### config.mk
export PLATFORM = sky130hd
export DESIGN_NAME = ooo
export DESIGN_NICKNAME = d
export VERILOG_FILES = /design/src/hdl/ooo_pkg.sv /design/src/hdl/rat.sv /design/src/hdl/rrat.sv /design/src/hdl/prf.sv /design/src/hdl/rs.sv /design/src/hdl/rob.sv /design/src/hdl/fu_cdb.sv /design/src/hdl/ooo.sv
export SDC_FILE = /design/constraint.sdc
export NUM_CORES = 2
export LEC_CHECK = 0
export BUFFER_PORTS_ARGS = -buffer_cell sky130_fd_sc_hd__buf_4
export CORE_MARGIN = 4
export CORE_UTILIZATION = 55
export DETAILED_ROUTE_END_ITERATION = 10
export PLACE_DENSITY_LB_ADDON = 0.2
export SYNTH_ARGS = -nofsm -noshare
export SYNTH_HDL_FRONTEND = slang
export SYNTH_SLANG_ARGS = --single-unit
### constraint.sdc
create_clock -name clock -period 10.95 [get_ports clock]
set_clock_uncertainty 0.15 [all_clocks]
set_input_delay 1.6425 -clock clock [delete_from_list [all_inputs] [get_ports clock]]
set_output_delay 1.6425 -clock clock [all_outputs]
set_load 0.02 [all_outputs]
### src/hdl/ooo_pkg.sv
package ooo_pkg;

    // default core sizes
    parameter int xlen_p      = 16;
    parameter int arch_regs_p = 8;
    parameter int phys_regs_p = 16;
    parameter int rob_sz_p    = 8;
    parameter int rs_sz_p     = 4;
    parameter int mult_lat_p  = 3;

    typedef enum logic [2:0] {
        OP_ADD,
        OP_SUB,
        OP_AND,
        OP_XOR,
        // result is the immediate
        OP_LI,
        // keeps the low xlen_p bits of the product
        OP_MUL
    } alu_op_e;

    typedef enum logic {
        FU_ALU,
        FU_MULT
    } fu_e;

endpackage

### src/hdl/rat.sv
`timescale 1ns/1ns
module rat #(
    parameter int arch_regs_p = ooo_pkg::arch_regs_p,
    parameter int phys_regs_p = ooo_pkg::phys_regs_p,
    localparam int arn_w = $clog2(arch_regs_p),
    localparam int prn_w = $clog2(phys_regs_p)
) (
    input  logic             clock,
    input  logic             rst_n,
    input  logic             alloc,
    input  logic [arn_w-1:0] src1_arn, src2_arn, dest_arn,
    output logic [prn_w-1:0] op1_prn, op2_prn, dest_prn,
    input  logic             free_valid,
    input  logic [prn_w-1:0] free_prn
);
    localparam int fl_sz = phys_regs_p - arch_regs_p;
    localparam int fl_w  = $clog2(fl_sz);
    localparam int cnt_w = fl_w + 1;

    logic [prn_w-1:0] map       [arch_regs_p];
    logic [prn_w-1:0] free_list [fl_sz];
    logic [fl_w-1:0]  head, tail;
    logic [cnt_w-1:0] count;

    assign op1_prn  = map[src1_arn];
    assign op2_prn  = map[src2_arn];
    assign dest_prn = free_list[head];

    always_ff @(posedge clock or negedge rst_n) begin
        if (!rst_n) begin
            for (int r = 0; r < arch_regs_p; r++) begin
                map[r] <= prn_w'(r);
            end
            // registers above the architectural ones start out free
            for (int i = 0; i < fl_sz; i++) begin
                free_list[i] <= prn_w'(arch_regs_p + i);
            end
            head  <= '0;
            tail  <= '0;
            count <= cnt_w'(fl_sz);
        end else begin
            if (alloc) begin
                head <= (head == fl_w'(fl_sz - 1)) ? '0 : head + 1'b1;
                // r0 stays on p0
                if (dest_arn != '0) begin
                    map[dest_arn] <= dest_prn;
                end
            end
            if (free_valid) begin
                free_list[tail] <= free_prn;
                tail            <= (tail == fl_w'(fl_sz - 1)) ? '0 : tail + 1'b1;
            end
            count <= count + cnt_w'(free_valid) - cnt_w'(alloc);
        end
    end

    a_free_list_underflow: assert property (@(posedge clock) disable iff (!rst_n)
        alloc |-> count != '0);

endmodule

### src/hdl/rrat.sv
`timescale 1ns/1ns
module rrat #(
    parameter int arch_regs_p = ooo_pkg::arch_regs_p,
    parameter int phys_regs_p = ooo_pkg::phys_regs_p,
    localparam int arn_w = $clog2(arch_regs_p),
    localparam int prn_w = $clog2(phys_regs_p)
) (
    input  logic             clock,
    input  logic             rst_n,
    input  logic             commit,
    input  logic [arn_w-1:0] commit_arn,
    input  logic [prn_w-1:0] commit_prn,
    output logic             free_valid,
    output logic [prn_w-1:0] free_prn
);
    logic [prn_w-1:0] map [arch_regs_p];

    assign free_valid = commit;
    // r0 keeps no mapping, its fresh register goes straight back
    assign free_prn   = (commit_arn == '0) ? commit_prn : map[commit_arn];

    always_ff @(posedge clock or negedge rst_n) begin
        if (!rst_n) begin
            for (int r = 0; r < arch_regs_p; r++) begin
                map[r] <= prn_w'(r);
            end
        end else if (commit && commit_arn != '0) begin
            map[commit_arn] <= commit_prn;
        end
    end

endmodule

### src/hdl/prf.sv
`timescale 1ns/1ns
module prf #(
    parameter int xlen_p      = ooo_pkg::xlen_p,
    parameter int phys_regs_p = ooo_pkg::phys_regs_p,
    localparam int prn_w = $clog2(phys_regs_p)
) (
    input  logic              clock,
    input  logic              rst_n,
    input  logic [prn_w-1:0]  rd1_prn, rd2_prn,
    output logic [xlen_p-1:0] rd1_value, rd2_value,
    output logic              rd1_ready, rd2_ready,
    input  logic              alloc,
    input  logic [prn_w-1:0]  alloc_prn,
    input  logic              cdb_valid,
    input  logic [prn_w-1:0]  cdb_prn,
    input  logic [xlen_p-1:0] cdb_value,
    input  logic [prn_w-1:0]  ct_prn,
    output logic [xlen_p-1:0] ct_value
);
    logic [xlen_p-1:0]      value [phys_regs_p];
    logic [phys_regs_p-1:0] ready;

    assign rd1_value = value[rd1_prn];
    assign rd2_value = value[rd2_prn];
    assign rd1_ready = ready[rd1_prn];
    assign rd2_ready = ready[rd2_prn];
    assign ct_value  = value[ct_prn];

    always_ff @(posedge clock or negedge rst_n) begin
        if (!rst_n) begin
            for (int i = 0; i < phys_regs_p; i++) begin
                value[i] <= '0;
            end
            ready <= '1;
        end else begin
            if (cdb_valid) begin
                value[cdb_prn] <= cdb_value;
                ready[cdb_prn] <= 1'b1;
            end
            // new destination waits for its broadcast
            if (alloc) begin
                ready[alloc_prn] <= 1'b0;
            end
        end
    end

endmodule

### src/hdl/rs.sv
`timescale 1ns/1ns
module rs #(
    parameter int xlen_p      = ooo_pkg::xlen_p,
    parameter int phys_regs_p = ooo_pkg::phys_regs_p,
    parameter int rob_sz_p    = ooo_pkg::rob_sz_p,
    parameter int rs_sz_p     = ooo_pkg::rs_sz_p,
    localparam int prn_w  = $clog2(phys_regs_p),
    localparam int robn_w = $clog2(rob_sz_p)
) (
    input  logic              clock,
    input  logic              rst_n,
    input  logic              disp,
    input  ooo_pkg::alu_op_e  disp_op,
    input  logic              disp_op1_ready, disp_op2_ready,
    input  logic [xlen_p-1:0] disp_op1, disp_op2,
    input  logic [prn_w-1:0]  disp_dest_prn,
    input  logic [robn_w-1:0] disp_robn,
    input  logic              cdb_valid,
    input  logic [prn_w-1:0]  cdb_prn,
    input  logic [xlen_p-1:0] cdb_value,
    input  logic              alu_avail, mult_avail,
    output logic              alu_issue,
    output ooo_pkg::alu_op_e  alu_op,
    output logic [xlen_p-1:0] alu_a, alu_b,
    output logic [prn_w-1:0]  alu_dest_prn,
    output logic [robn_w-1:0] alu_robn,
    output logic              mult_issue,
    output logic [xlen_p-1:0] mult_a, mult_b,
    output logic [prn_w-1:0]  mult_dest_prn,
    output logic [robn_w-1:0] mult_robn,
    output logic              full
);
    localparam int idx_w = $clog2(rs_sz_p);

    logic [rs_sz_p-1:0] valid, rdy1, rdy2;
    ooo_pkg::alu_op_e   op   [rs_sz_p];
    ooo_pkg::fu_e       fu   [rs_sz_p];
    logic [xlen_p-1:0]  opa  [rs_sz_p];
    logic [xlen_p-1:0]  opb  [rs_sz_p];
    logic [prn_w-1:0]   dest [rs_sz_p];
    logic [robn_w-1:0]  robn [rs_sz_p];
    // 0 is the oldest, valid entries keep distinct ages
    logic [idx_w-1:0]   age  [rs_sz_p];
    logic [idx_w-1:0]   alu_sel, mult_sel, free_sel, n_left;
    logic               cap1, cap2;

    assign full = &valid;

    // operand produced on the CDB in the dispatch cycle
    assign cap1 = !disp_op1_ready && cdb_valid && disp_op1[prn_w-1:0] == cdb_prn;
    assign cap2 = !disp_op2_ready && cdb_valid && disp_op2[prn_w-1:0] == cdb_prn;

    always_comb begin
        alu_issue  = 1'b0;
        mult_issue = 1'b0;
        alu_sel    = '0;
        mult_sel   = '0;
        free_sel   = '0;
        for (int i = rs_sz_p - 1; i >= 0; i--) begin
            if (!valid[i]) begin
                free_sel = idx_w'(i);
            end
        end
        for (int i = 0; i < rs_sz_p; i++) begin
            if (valid[i] && rdy1[i] && rdy2[i]) begin
                if (fu[i] == ooo_pkg::FU_ALU && alu_avail
                        && (!alu_issue || age[i] < age[alu_sel])) begin
                    alu_issue = 1'b1;
                    alu_sel   = idx_w'(i);
                end
                if (fu[i] == ooo_pkg::FU_MULT && mult_avail
                        && (!mult_issue || age[i] < age[mult_sel])) begin
                    mult_issue = 1'b1;
                    mult_sel   = idx_w'(i);
                end
            end
        end
        // entries still held after this cycle's issue
        n_left = idx_w'($countones(valid)) - idx_w'(alu_issue) - idx_w'(mult_issue);
    end

    assign alu_op        = op[alu_sel];
    assign alu_a         = opa[alu_sel];
    assign alu_b         = opb[alu_sel];
    assign alu_dest_prn  = dest[alu_sel];
    assign alu_robn      = robn[alu_sel];
    assign mult_a        = opa[mult_sel];
    assign mult_b        = opb[mult_sel];
    assign mult_dest_prn = dest[mult_sel];
    assign mult_robn     = robn[mult_sel];

    always_ff @(posedge clock or negedge rst_n) begin
        if (!rst_n) begin
            valid <= '0;
        end else begin
            if (alu_issue) begin
                valid[alu_sel] <= 1'b0;
            end
            if (mult_issue) begin
                valid[mult_sel] <= 1'b0;
            end
            if (disp) begin
                valid[free_sel] <= 1'b1;
            end
        end
    end

    always_ff @(posedge clock) begin
        for (int i = 0; i < rs_sz_p; i++) begin
            age[i] <= age[i] - idx_w'(alu_issue && age[alu_sel] < age[i])
                             - idx_w'(mult_issue && age[mult_sel] < age[i]);
            // wakeup on tag match
            if (cdb_valid && !rdy1[i] && opa[i][prn_w-1:0] == cdb_prn) begin
                rdy1[i] <= 1'b1;
                opa[i]  <= cdb_value;
            end
            if (cdb_valid && !rdy2[i] && opb[i][prn_w-1:0] == cdb_prn) begin
                rdy2[i] <= 1'b1;
                opb[i]  <= cdb_value;
            end
        end
        if (disp) begin
            op[free_sel]   <= disp_op;
            fu[free_sel]   <= (disp_op == ooo_pkg::OP_MUL) ? ooo_pkg::FU_MULT : ooo_pkg::FU_ALU;
            rdy1[free_sel] <= disp_op1_ready || cap1;
            rdy2[free_sel] <= disp_op2_ready || cap2;
            opa[free_sel]  <= cap1 ? cdb_value : disp_op1;
            opb[free_sel]  <= cap2 ? cdb_value : disp_op2;
            dest[free_sel] <= disp_dest_prn;
            robn[free_sel] <= disp_robn;
            age[free_sel]  <= n_left;
        end
    end

    a_disp_not_full: assert property (@(posedge clock) disable iff (!rst_n)
        disp |-> !full);

endmodule

### src/hdl/rob.sv
`timescale 1ns/1ns
module rob #(
    parameter int arch_regs_p = ooo_pkg::arch_regs_p,
    parameter int phys_regs_p = ooo_pkg::phys_regs_p,
    parameter int rob_sz_p    = ooo_pkg::rob_sz_p,
    localparam int arn_w  = $clog2(arch_regs_p),
    localparam int prn_w  = $clog2(phys_regs_p),
    localparam int robn_w = $clog2(rob_sz_p)
) (
    input  logic              clock,
    input  logic              rst_n,
    input  logic              disp,
    input  logic [arn_w-1:0]  disp_arn,
    input  logic [prn_w-1:0]  disp_prn,
    output logic [robn_w-1:0] tail_robn,
    input  logic              cdb_valid,
    input  logic [robn_w-1:0] cdb_robn,
    output logic              ct_valid,
    output logic [arn_w-1:0]  ct_arn,
    output logic [prn_w-1:0]  ct_prn,
    output logic              full
);
    localparam int cnt_w = robn_w + 1;

    logic [arn_w-1:0]    arn [rob_sz_p];
    logic [prn_w-1:0]    prn [rob_sz_p];
    logic [rob_sz_p-1:0] executed;
    // rob_sz_p is a power of two, pointers wrap by themselves
    logic [robn_w-1:0]   head, tail;
    logic [cnt_w-1:0]    count;

    assign tail_robn = tail;
    assign full      = count == cnt_w'(rob_sz_p);
    assign ct_valid  = (count != '0) && executed[head];
    assign ct_arn    = arn[head];
    assign ct_prn    = prn[head];

    always_ff @(posedge clock or negedge rst_n) begin
        if (!rst_n) begin
            head     <= '0;
            tail     <= '0;
            count    <= '0;
            executed <= '0;
        end else begin
            if (cdb_valid) begin
                executed[cdb_robn] <= 1'b1;
            end
            if (disp) begin
                executed[tail] <= 1'b0;
                tail           <= tail + 1'b1;
            end
            if (ct_valid) begin
                head <= head + 1'b1;
            end
            count <= count + cnt_w'(disp) - cnt_w'(ct_valid);
        end
    end

    always_ff @(posedge clock) begin
        if (disp) begin
            arn[tail] <= disp_arn;
            prn[tail] <= disp_prn;
        end
    end

    // broadcast tag must lie between head and tail
    a_cdb_in_flight: assert property (@(posedge clock) disable iff (!rst_n)
        cdb_valid |-> robn_w'(cdb_robn - head) < count);

endmodule

### src/hdl/fu_cdb.sv
`timescale 1ns/1ns
module fu_cdb #(
    parameter int xlen_p      = ooo_pkg::xlen_p,
    parameter int phys_regs_p = ooo_pkg::phys_regs_p,
    parameter int rob_sz_p    = ooo_pkg::rob_sz_p,
    parameter int mult_lat_p  = ooo_pkg::mult_lat_p,
    localparam int prn_w  = $clog2(phys_regs_p),
    localparam int robn_w = $clog2(rob_sz_p)
) (
    input  logic              clock,
    input  logic              rst_n,
    input  logic              alu_issue,
    input  ooo_pkg::alu_op_e  alu_op,
    input  logic [xlen_p-1:0] alu_a, alu_b,
    input  logic [prn_w-1:0]  alu_dest_prn,
    input  logic [robn_w-1:0] alu_robn,
    input  logic              mult_issue,
    input  logic [xlen_p-1:0] mult_a, mult_b,
    input  logic [prn_w-1:0]  mult_dest_prn,
    input  logic [robn_w-1:0] mult_robn,
    output logic              alu_avail, mult_avail,
    output logic              cdb_valid,
    output logic [prn_w-1:0]  cdb_prn,
    output logic [robn_w-1:0] cdb_robn,
    output logic [xlen_p-1:0] cdb_value
);
    // the CDB register is the last stage of the multiplier
    localparam int st_n = mult_lat_p - 1;

    logic [st_n-1:0]   m_valid;
    logic [xlen_p-1:0] m_prod [st_n];
    logic [prn_w-1:0]  m_prn  [st_n];
    logic [robn_w-1:0] m_robn [st_n];
    logic              m_done;
    logic [xlen_p-1:0] alu_result;

    assign m_done     = m_valid[st_n-1];
    // keep the CDB slot free for a landing product
    assign alu_avail  = !m_done;
    // fully pipelined
    assign mult_avail = 1'b1;

    always_comb begin
        case (alu_op)
            ooo_pkg::OP_ADD: alu_result = alu_a + alu_b;
            ooo_pkg::OP_SUB: alu_result = alu_a - alu_b;
            ooo_pkg::OP_AND: alu_result = alu_a & alu_b;
            ooo_pkg::OP_XOR: alu_result = alu_a ^ alu_b;
            // li, immediate sits in b
            default:         alu_result = alu_b;
        endcase
    end

    always_ff @(posedge clock or negedge rst_n) begin
        if (!rst_n) begin
            m_valid   <= '0;
            cdb_valid <= 1'b0;
        end else begin
            m_valid[0] <= mult_issue;
            for (int s = 1; s < st_n; s++) begin
                m_valid[s] <= m_valid[s-1];
            end
            cdb_valid <= m_done || alu_issue;
        end
    end

    always_ff @(posedge clock) begin
        m_prod[0] <= mult_a * mult_b;
        m_prn[0]  <= mult_dest_prn;
        m_robn[0] <= mult_robn;
        for (int s = 1; s < st_n; s++) begin
            m_prod[s] <= m_prod[s-1];
            m_prn[s]  <= m_prn[s-1];
            m_robn[s] <= m_robn[s-1];
        end
        if (m_done) begin
            cdb_prn   <= m_prn[st_n-1];
            cdb_robn  <= m_robn[st_n-1];
            cdb_value <= m_prod[st_n-1];
        end else begin
            cdb_prn   <= alu_dest_prn;
            cdb_robn  <= alu_robn;
            cdb_value <= alu_result;
        end
    end

    a_one_cdb_winner: assert property (@(posedge clock) disable iff (!rst_n)
        !(alu_issue && m_done));

endmodule

### src/hdl/ooo.sv
`timescale 1ns/1ns
module ooo #(
    parameter int xlen_p      = ooo_pkg::xlen_p,
    parameter int arch_regs_p = ooo_pkg::arch_regs_p,
    parameter int phys_regs_p = ooo_pkg::phys_regs_p,
    parameter int rob_sz_p    = ooo_pkg::rob_sz_p,
    parameter int rs_sz_p     = ooo_pkg::rs_sz_p,
    parameter int mult_lat_p  = ooo_pkg::mult_lat_p,
    localparam int arn_w = $clog2(arch_regs_p)
) (
    input  logic              clock,
    input  logic              rst_n,
    input  logic              in_valid,
    input  ooo_pkg::alu_op_e  in_op,
    input  logic [arn_w-1:0]  in_dest, in_src1, in_src2,
    input  logic [xlen_p-1:0] in_imm,
    output logic              structural_hazard,
    output logic              ct_valid, ct_wr_en,
    output logic [arn_w-1:0]  ct_arn,
    output logic [xlen_p-1:0] ct_value
);
    localparam int prn_w  = $clog2(phys_regs_p);
    localparam int robn_w = $clog2(rob_sz_p);

    logic              disp, rs_full, rob_full, free_valid;
    logic [prn_w-1:0]  op1_prn, op2_prn, dest_prn, free_prn, ct_prn;
    logic [xlen_p-1:0] rd1_value, rd2_value, disp_op1, disp_op2;
    logic              rd1_ready, rd2_ready, disp_op1_ready, disp_op2_ready;
    logic [robn_w-1:0] tail_robn, alu_robn, mult_robn, cdb_robn;
    logic              alu_avail, mult_avail, alu_issue, mult_issue, cdb_valid;
    ooo_pkg::alu_op_e  alu_op;
    logic [xlen_p-1:0] alu_a, alu_b, mult_a, mult_b, cdb_value;
    logic [prn_w-1:0]  alu_dest_prn, mult_dest_prn, cdb_prn;

    assign structural_hazard = rs_full || rob_full;
    assign disp              = in_valid && !structural_hazard;
    assign ct_wr_en          = ct_valid && (ct_arn != '0);

    always_comb begin
        // a waiting operand carries the producer tag
        disp_op1_ready = rd1_ready;
        disp_op2_ready = rd2_ready;
        disp_op1       = rd1_ready ? rd1_value : xlen_p'(op1_prn);
        disp_op2       = rd2_ready ? rd2_value : xlen_p'(op2_prn);
        if (in_op == ooo_pkg::OP_LI) begin
            disp_op1_ready = 1'b1;
            disp_op2_ready = 1'b1;
            disp_op1       = '0;
            disp_op2       = in_imm;
        end
    end

    rat #(.arch_regs_p(arch_regs_p), .phys_regs_p(phys_regs_p)) u_rat (
        .clock(clock), .rst_n(rst_n), .alloc(disp),
        .src1_arn(in_src1), .src2_arn(in_src2), .dest_arn(in_dest),
        .op1_prn(op1_prn), .op2_prn(op2_prn), .dest_prn(dest_prn),
        .free_valid(free_valid), .free_prn(free_prn)
    );

    rrat #(.arch_regs_p(arch_regs_p), .phys_regs_p(phys_regs_p)) u_rrat (
        .clock(clock), .rst_n(rst_n),
        .commit(ct_valid), .commit_arn(ct_arn), .commit_prn(ct_prn),
        .free_valid(free_valid), .free_prn(free_prn)
    );

    prf #(.xlen_p(xlen_p), .phys_regs_p(phys_regs_p)) u_prf (
        .clock(clock), .rst_n(rst_n),
        .rd1_prn(op1_prn), .rd2_prn(op2_prn),
        .rd1_value(rd1_value), .rd2_value(rd2_value),
        .rd1_ready(rd1_ready), .rd2_ready(rd2_ready),
        .alloc(disp), .alloc_prn(dest_prn),
        .cdb_valid(cdb_valid), .cdb_prn(cdb_prn), .cdb_value(cdb_value),
        .ct_prn(ct_prn), .ct_value(ct_value)
    );

    rs #(
        .xlen_p(xlen_p), .phys_regs_p(phys_regs_p),
        .rob_sz_p(rob_sz_p), .rs_sz_p(rs_sz_p)
    ) u_rs (
        .clock(clock), .rst_n(rst_n), .disp(disp), .disp_op(in_op),
        .disp_op1_ready(disp_op1_ready), .disp_op2_ready(disp_op2_ready),
        .disp_op1(disp_op1), .disp_op2(disp_op2),
        .disp_dest_prn(dest_prn), .disp_robn(tail_robn),
        .cdb_valid(cdb_valid), .cdb_prn(cdb_prn), .cdb_value(cdb_value),
        .alu_avail(alu_avail), .mult_avail(mult_avail),
        .alu_issue(alu_issue), .alu_op(alu_op), .alu_a(alu_a), .alu_b(alu_b),
        .alu_dest_prn(alu_dest_prn), .alu_robn(alu_robn),
        .mult_issue(mult_issue), .mult_a(mult_a), .mult_b(mult_b),
        .mult_dest_prn(mult_dest_prn), .mult_robn(mult_robn),
        .full(rs_full)
    );

    rob #(
        .arch_regs_p(arch_regs_p), .phys_regs_p(phys_regs_p), .rob_sz_p(rob_sz_p)
    ) u_rob (
        .clock(clock), .rst_n(rst_n), .disp(disp),
        .disp_arn(in_dest), .disp_prn(dest_prn), .tail_robn(tail_robn),
        .cdb_valid(cdb_valid), .cdb_robn(cdb_robn),
        .ct_valid(ct_valid), .ct_arn(ct_arn), .ct_prn(ct_prn), .full(rob_full)
    );

    fu_cdb #(
        .xlen_p(xlen_p), .phys_regs_p(phys_regs_p),
        .rob_sz_p(rob_sz_p), .mult_lat_p(mult_lat_p)
    ) u_fu_cdb (
        .clock(clock), .rst_n(rst_n),
        .alu_issue(alu_issue), .alu_op(alu_op), .alu_a(alu_a), .alu_b(alu_b),
        .alu_dest_prn(alu_dest_prn), .alu_robn(alu_robn),
        .mult_issue(mult_issue), .mult_a(mult_a), .mult_b(mult_b),
        .mult_dest_prn(mult_dest_prn), .mult_robn(mult_robn),
        .alu_avail(alu_avail), .mult_avail(mult_avail),
        .cdb_valid(cdb_valid), .cdb_prn(cdb_prn),
        .cdb_robn(cdb_robn), .cdb_value(cdb_value)
    );

endmodule

Word level (Yosys, flattened, before mapping)
Memory sizes are Yosys's and may differ from the RTL's.
Cells that the tools add are included.

storage, ports and cells
  input bits = 31
  memory bits (writable) = 282
  bits in registers = 430
  memories kept = 12

cells by class
  magnitude comparators = 44
  muxes and demuxes = 138
  bitwise logic cells = 27
  $mul = 1
  add/sub/neg operators = 21
  reductions and logical operators = 95
  eq/ne operators = 18

memories
  memory           words  bits a word  rd ports  clocked after memory_dff  wr ports  RTL line      source
  u_rs.opa         4      16           6         0                         5         rs.sv:38      logic [xlen_p-1:0] opa [rs_sz_p];
  u_rs.opb         4      16           6         0                         5         rs.sv:39      logic [xlen_p-1:0] opb [rs_sz_p];
  u_fu_cdb.m_prod  2      16           2         0                         2         fu_cdb.sv:31  logic [xlen_p-1:0] m_prod [st_n];
  u_rob.prn        8      4            1         0                         1         rob.sv:26     logic [prn_w-1:0] prn [rob_sz_p];
  u_rob.arn        8      3            1         0                         1         rob.sv:25     logic [arn_w-1:0] arn [rob_sz_p];
  u_rs.dest        4      4            2         0                         1         rs.sv:40      logic [prn_w-1:0] dest [rs_sz_p];
  +6 memories      --     --           --        --                        --        --

operator list
  cell                                                         count
  bitwise mux 256 bit                                          1
  2-to-1 mux 16 bit                                            16
  binary-select mux 16 bit (select 4 bit)                      3
  bitwise mux 32 bit                                           3
  2-to-1 mux 4 bit                                             18
  demux 16 bit (select 4 bit)                                  1
  case mux 16 bit (4 select lines)                             1
  logical AND 1 bit                                            60
  2-to-1 mux 1 bit                                             57
  binary-select mux 4 bit (select 3 bit)                       4
  == test 4 bit                                                10
  demux 4 bit (select 3 bit)                                   3
  AND 16 bit                                                   2
  2-to-1 mux 2 bit                                             14
  less-than comparator 2 bit                                   13
  greater-or-equal comparator 4 bit (second input constant)    6
  inverter 3 -> 4 bit                                          6
  greater-or-equal comparator 5 bit (second input constant)    4
  less-than comparator 4 x 5 -> 1 bit (second input constant)  4
  inverter 4 -> 5 bit                                          4
  subtractor 2 x 1 -> 2 bit                                    10
  zero test 1 bit                                              18
  adder 16 bit                                                 1
  multiplier 16 x 16 -> 16 bit                                 1
  other kinds (41)                                             84

Logic depth before layout (Yosys ltp)
An unclocked memory read counts as a cell.

  word-level depth = 33
  gate-level depth with buffers = 50

Modules after synthesis
From an unflattened synthesis, not the netlist that was laid out.

second synthesis, totals
  cells, all modules = 3398
  area total of the unflattened synthesis = 43244.0 um2

modules (own cells, without submodules)
  module  cells each  instances  area an instance (um2)
  prf     1053        1          16075.4
  rs      950         1          11363.4
  fu_cdb  798         1          7275.7
  rat     253         1          3458.3
  rob     174         1          3128.0
  rrat    90          1          1407.6
  ooo     80          1          535.5

Worst setup path before layout
Ideal clock, no wire load.

  path kind = register -> register
  start point = memory u_rs.age[0][1] in the netlist's numbering
  end point = memory u_fu_cdb.m_prod[0][15]
  stages on the path, launching flop included = 44
  arrival = 10.434 ns
  setup slack = 0.236 ns
  data required time = 10.670 ns
  path buffers = 9
  cells stage by stage = dfxtp_1 -> inv_1 -> ha_1 -> a21oi_1 -> o21bai_1 -> clkbuf_1 -> clkbuf_1 -> buf_1 -> nor2_1 -> a21oi_1 -> ha_1 -> or2_2 -> a21o_1 -> o41a_1 -> buf_2 -> buf_2 -> clkbuf_1 -> buf_1 -> (+8 left out) -> nor2_1 -> fa_1 -> fa_1 -> ha_1 -> fa_1 -> inv_1 -> fa_1 -> fa_1 -> inv_1 -> ha_1 -> a21oi_1 -> nor2b_1 -> o21a_1 -> o21a_1 -> o21a_1 -> o41a_1 -> xnor2_1 -> xnor3_1

RTL lines
  item             RTL line      source
  start, declared  rs.sv:43      logic [idx_w-1:0] age [rs_sz_p];
  end, declared    fu_cdb.sv:31

==> impl_results.md <==
- Die Width: 291 µm
- Routability cong.: 0.947
- Synth Net Count: 4724
- Layout net count: 4641
- Total Wirelength: 136 mm
- Worst-Margin Slew: between 1 and 1.5 ns
- Hold Path Class: flop to flop
- Critical path class: flop to flop
- Ratio of final minimum period to clock period: 0.910
- Gate Count Post-Synth: 4490
- CP arrival: 10.32 ns
- CP required: 11.31 ns
- Fin crit period: 9.96 ns
- # DRC: 0
- Post-synthesis sequential area ratio: 0.422
- Die height: slightly below 300 µm
- Port Buffers: 52
- CTS HTree Levels: 3
- Drt via density: 6.45
- Worst-skew pair later-pin latency: 0.64 ns
- Max_slew headroom: 0.107
- Family with the most delay on the worst path: compound AO/OA/AOI/OAI gates
- WP depth: 36
- Async S/R FF share, synth: 0.558
- WL per Instance: 24.6 µm
- Startpoint class of the critical path: flop
- Netlist cell types: 81
- Max cap viols: 0
- CP Capture Type: flop
- Synthesized cell area: 43900 µm²
- Most common cell type on the critical path: ha_1
- Hold_ws: 0.161 ns
- Seq cells post-synth: 708
- TritonCTS clock tree: built
- Initial antenna violation count: 3
- Slowest cell delay on critical path: 0.79 ns
- Setup violators final: 0
- Core ar.: approximately 80000 µm²
- Unrepaired setup endpoints after global routing: no
- Hold depth: 0
- Syn. warnings: 0
- Fin cells: about 5500
- Via count: around 36000
- Synth Flop Type: dfrtp_1
- Clock-pin slew on the worst setup and hold paths: approximately 0.06 ns
- Drt pass-1 iters: 6
- Antenna Nets Post-Route: 0
- Sink Count: 708
- Placed cells: 5376
- Status: completed
- TritonCTS buffer count: 79
- Syn Area/Cell: a little under 10 µm²
- Area growth, synth to finish: 9.57%
- Initial DRC count: 4032
- Fillers: roughly 6600
- Layout cells sized above 1: 0.175
- Final hold violations: 0
- Final slew viol count: 0
- EDFF count, synth: about 230
- Postcts setup bufs: 0
- Reg2reg path depth: 36
- CP Buf/Inv Count: 5
- Initial Utilization: 0.556
- Max stage delay cell, worst path: o21a_1
- Post-CTS resize count: 0
- Row cnt: 103
- Fmax: 100 MHz
- Vias in the first global route: between 30000 and 40000
- Die area: approximately 84000 µm²
- Gr usage total: 0.317
- Largest net degree at the start of global routing: 137
- First-pass GRT wire length: 210 mm
- Max clock buf depth: 3
- Setup TNS: 0 ns
- Largest fanout on the critical path: 19
- Ports: 53
- Total grt overflow: 0
- CTS root buf: clkbuf_16
- Post-DP HPWL: 85.3 mm
- CTS Hold Bufs: 0
- Worst R2R Setup Slack: 0.99 ns
final cells by class:
| class | count | area (µm²) | share of cell area |
|---|---|---|---|
| Tap cell | 1050 | 1310 | 0.0273 |
| Multi-Input combinational cell | 3269 | 23700 | 0.493 |
| Clock inverter | 42 | 390 | 0.00812 |
| Antenna cell | 1 | 2.50 | 0.0000520 |
| Inverter | 198 | 743 | 0.0155 |
| Clock buffer | 106 | 2280 | 0.0475 |
| Sequential cell | 708 | 18500 | 0.385 |
| Timing Repair Buffer | 151 | 1150 | 0.0240 |
kinds of logic (layout without fill, tap and decap cells):
kind of cell,after synthesis,after routing,synth area share
compound gates,806,806,0.123
xor+xnor,117,117,0.0246
fa+ha+maj,203,203,0.0729
buf+inv,513,497,0.0455
flops,708,708,0.422
mux,563,563,0.154
other cells,0,1,0
simple gates,1580,1580,0.159
flip-flops by register name, summed over array words and instances (netlist names), 12 cells and up:
signal and count:
u_rob.prn 32, u_rs.dest 16, u_rs.op 12, u_rrat.map 28
u_rs.opa 64, u_prf.ready 16, u_rs.opb 64, u_rob.arn 24
u_prf.value 256, u_fu_cdb.cdb_value 16, u_rs.robn 12, u_fu_cdb.m_prod 32
u_rat.map 32, u_rat.free_list 32
metal layers:
metal	global-route usage	vias up	share of wire
li1	-	15780	-
met1	0.437	17607	0.41
met2	0.500	1848	0.45
met3	0.0640	385	0.097
met4	0.118	0	0.044
met5	0	-	0
cells in the mapped netlist (7+ instances only):
library cell	number	area (µm²)
a31oi_1	57	357
fa_1	88	1760
o211ai_1	8	60.1
nor2b_1	27	169
a221oi_1	12	105
ha_1	115	1440
o41ai_1	8	70.1
nand2_1	850	3190
a211o_1	12	105
o21a_1	9	67.6
mux4_2	60	1350
o221a_2	16	180
buf_2	16	80.1
inv_1	183	687
and3_1	73	457
nand3b_1	13	97.6
a311oi_1	99	867
nor3b_1	12	90.1
and2_1	38	238
dfstp_2	60	1580
mux2i_1	222	2220
nand2b_1	25	156
clkinv_1	15	56.3
or2_2	29	181
xnor2_1	72	631
nor2_1	251	942
or3_1	18	113
a21o_1	7	52.6
a311o_1	19	190
nor3_1	42	210
a211oi_1	73	548
clkbuf_1	244	916
dfrtp_1	335	8380
buf_1	45	169
a21oi_1	179	896
o2bb2ai_1	48	420
mux2_2	277	3120
nand4_1	7	43.8
dfxtp_1	85	1700
o21ai_0	204	1020
edfxtp_1	228	6850
xor2_1	41	359
nand3_1	167	836
o221ai_1	14	123
cell usage in the layout (no fill, tap or decap), types with 14 or more instances in the layout:
cell,synthesis,routed
nand2_1,850,850
dfrtp_1,335,335
mux2_2,277,273
nor2_1,251,241
edfxtp_1,228,228
mux2i_1,222,210
o21ai_0,204,204
inv_1,183,183
a21oi_1,179,177
nand3_1,167,167
buf_4,6,149
ha_1,115,115
a311oi_1,99,99
fa_1,88,88
dfxtp_1,85,85
clkbuf_16,0,84
and3_1,73,73
a211oi_1,73,73
xnor2_1,72,72
mux4_2,60,60
dfstp_2,60,60
a31oi_1,57,57
o2bb2ai_1,48,48
nor3_1,42,41
xor2_1,41,41
and2_1,38,38
or2_2,29,29
nor2b_1,27,26
nand2b_1,25,24
clkinv_1,15,21
a311o_1,19,19
or3_1,18,18
clkinv_2,0,18
o221a_2,16,16
nor2_2,4,14
o221ai_1,14,14
worst reg2reg max path, delay by kind of cell (launching register included):
family	cells	cell delay, ns
AOI/OAI and AO/OA	15	4.05
adders and majority gates	10	3.72
and+or+nand+nor	4	0.58
DFF	1	0.51
xor gates and xnor gates	2	0.51
buffers and inverters	5	0.32
metrics by stage:
stage | instance area [µm²] | utilization | setup slack, ns
after floorplan | 43900 | - | 0.236
after global placement | 45400 | 0.575 | 1.38
after detailed placement | 45400 | 0.575 | 1.20
after CTS | 48100 | 0.609 | 1.17
after global routing | 48100 | 0.609 | 0.407
final | 48100 | 0.609 | 0.987
path summary, 6_finish.rpt:
check,start,to
hold / removal,u_fu_cdb.m_prn[0][1],u_fu_cdb.m_prn[0][5]
min in group asynchronous,rst_n,u_rat.tail[2]
max in group asynchronous,rst_n,u_prf.value[106]
setup reg to reg,u_rs.age[0][1],u_fu_cdb.m_prod[0][15]
setup / recovery,u_rs.age[0][1],u_fu_cdb.m_prod[0][15]
hold reg to reg,u_fu_cdb.m_prn[0][1],u_fu_cdb.m_prn[0][5]
Power is left out: the tool's default activity adds up to more than one toggle a clock period on the data nets, which glitch-free logic cannot reach.
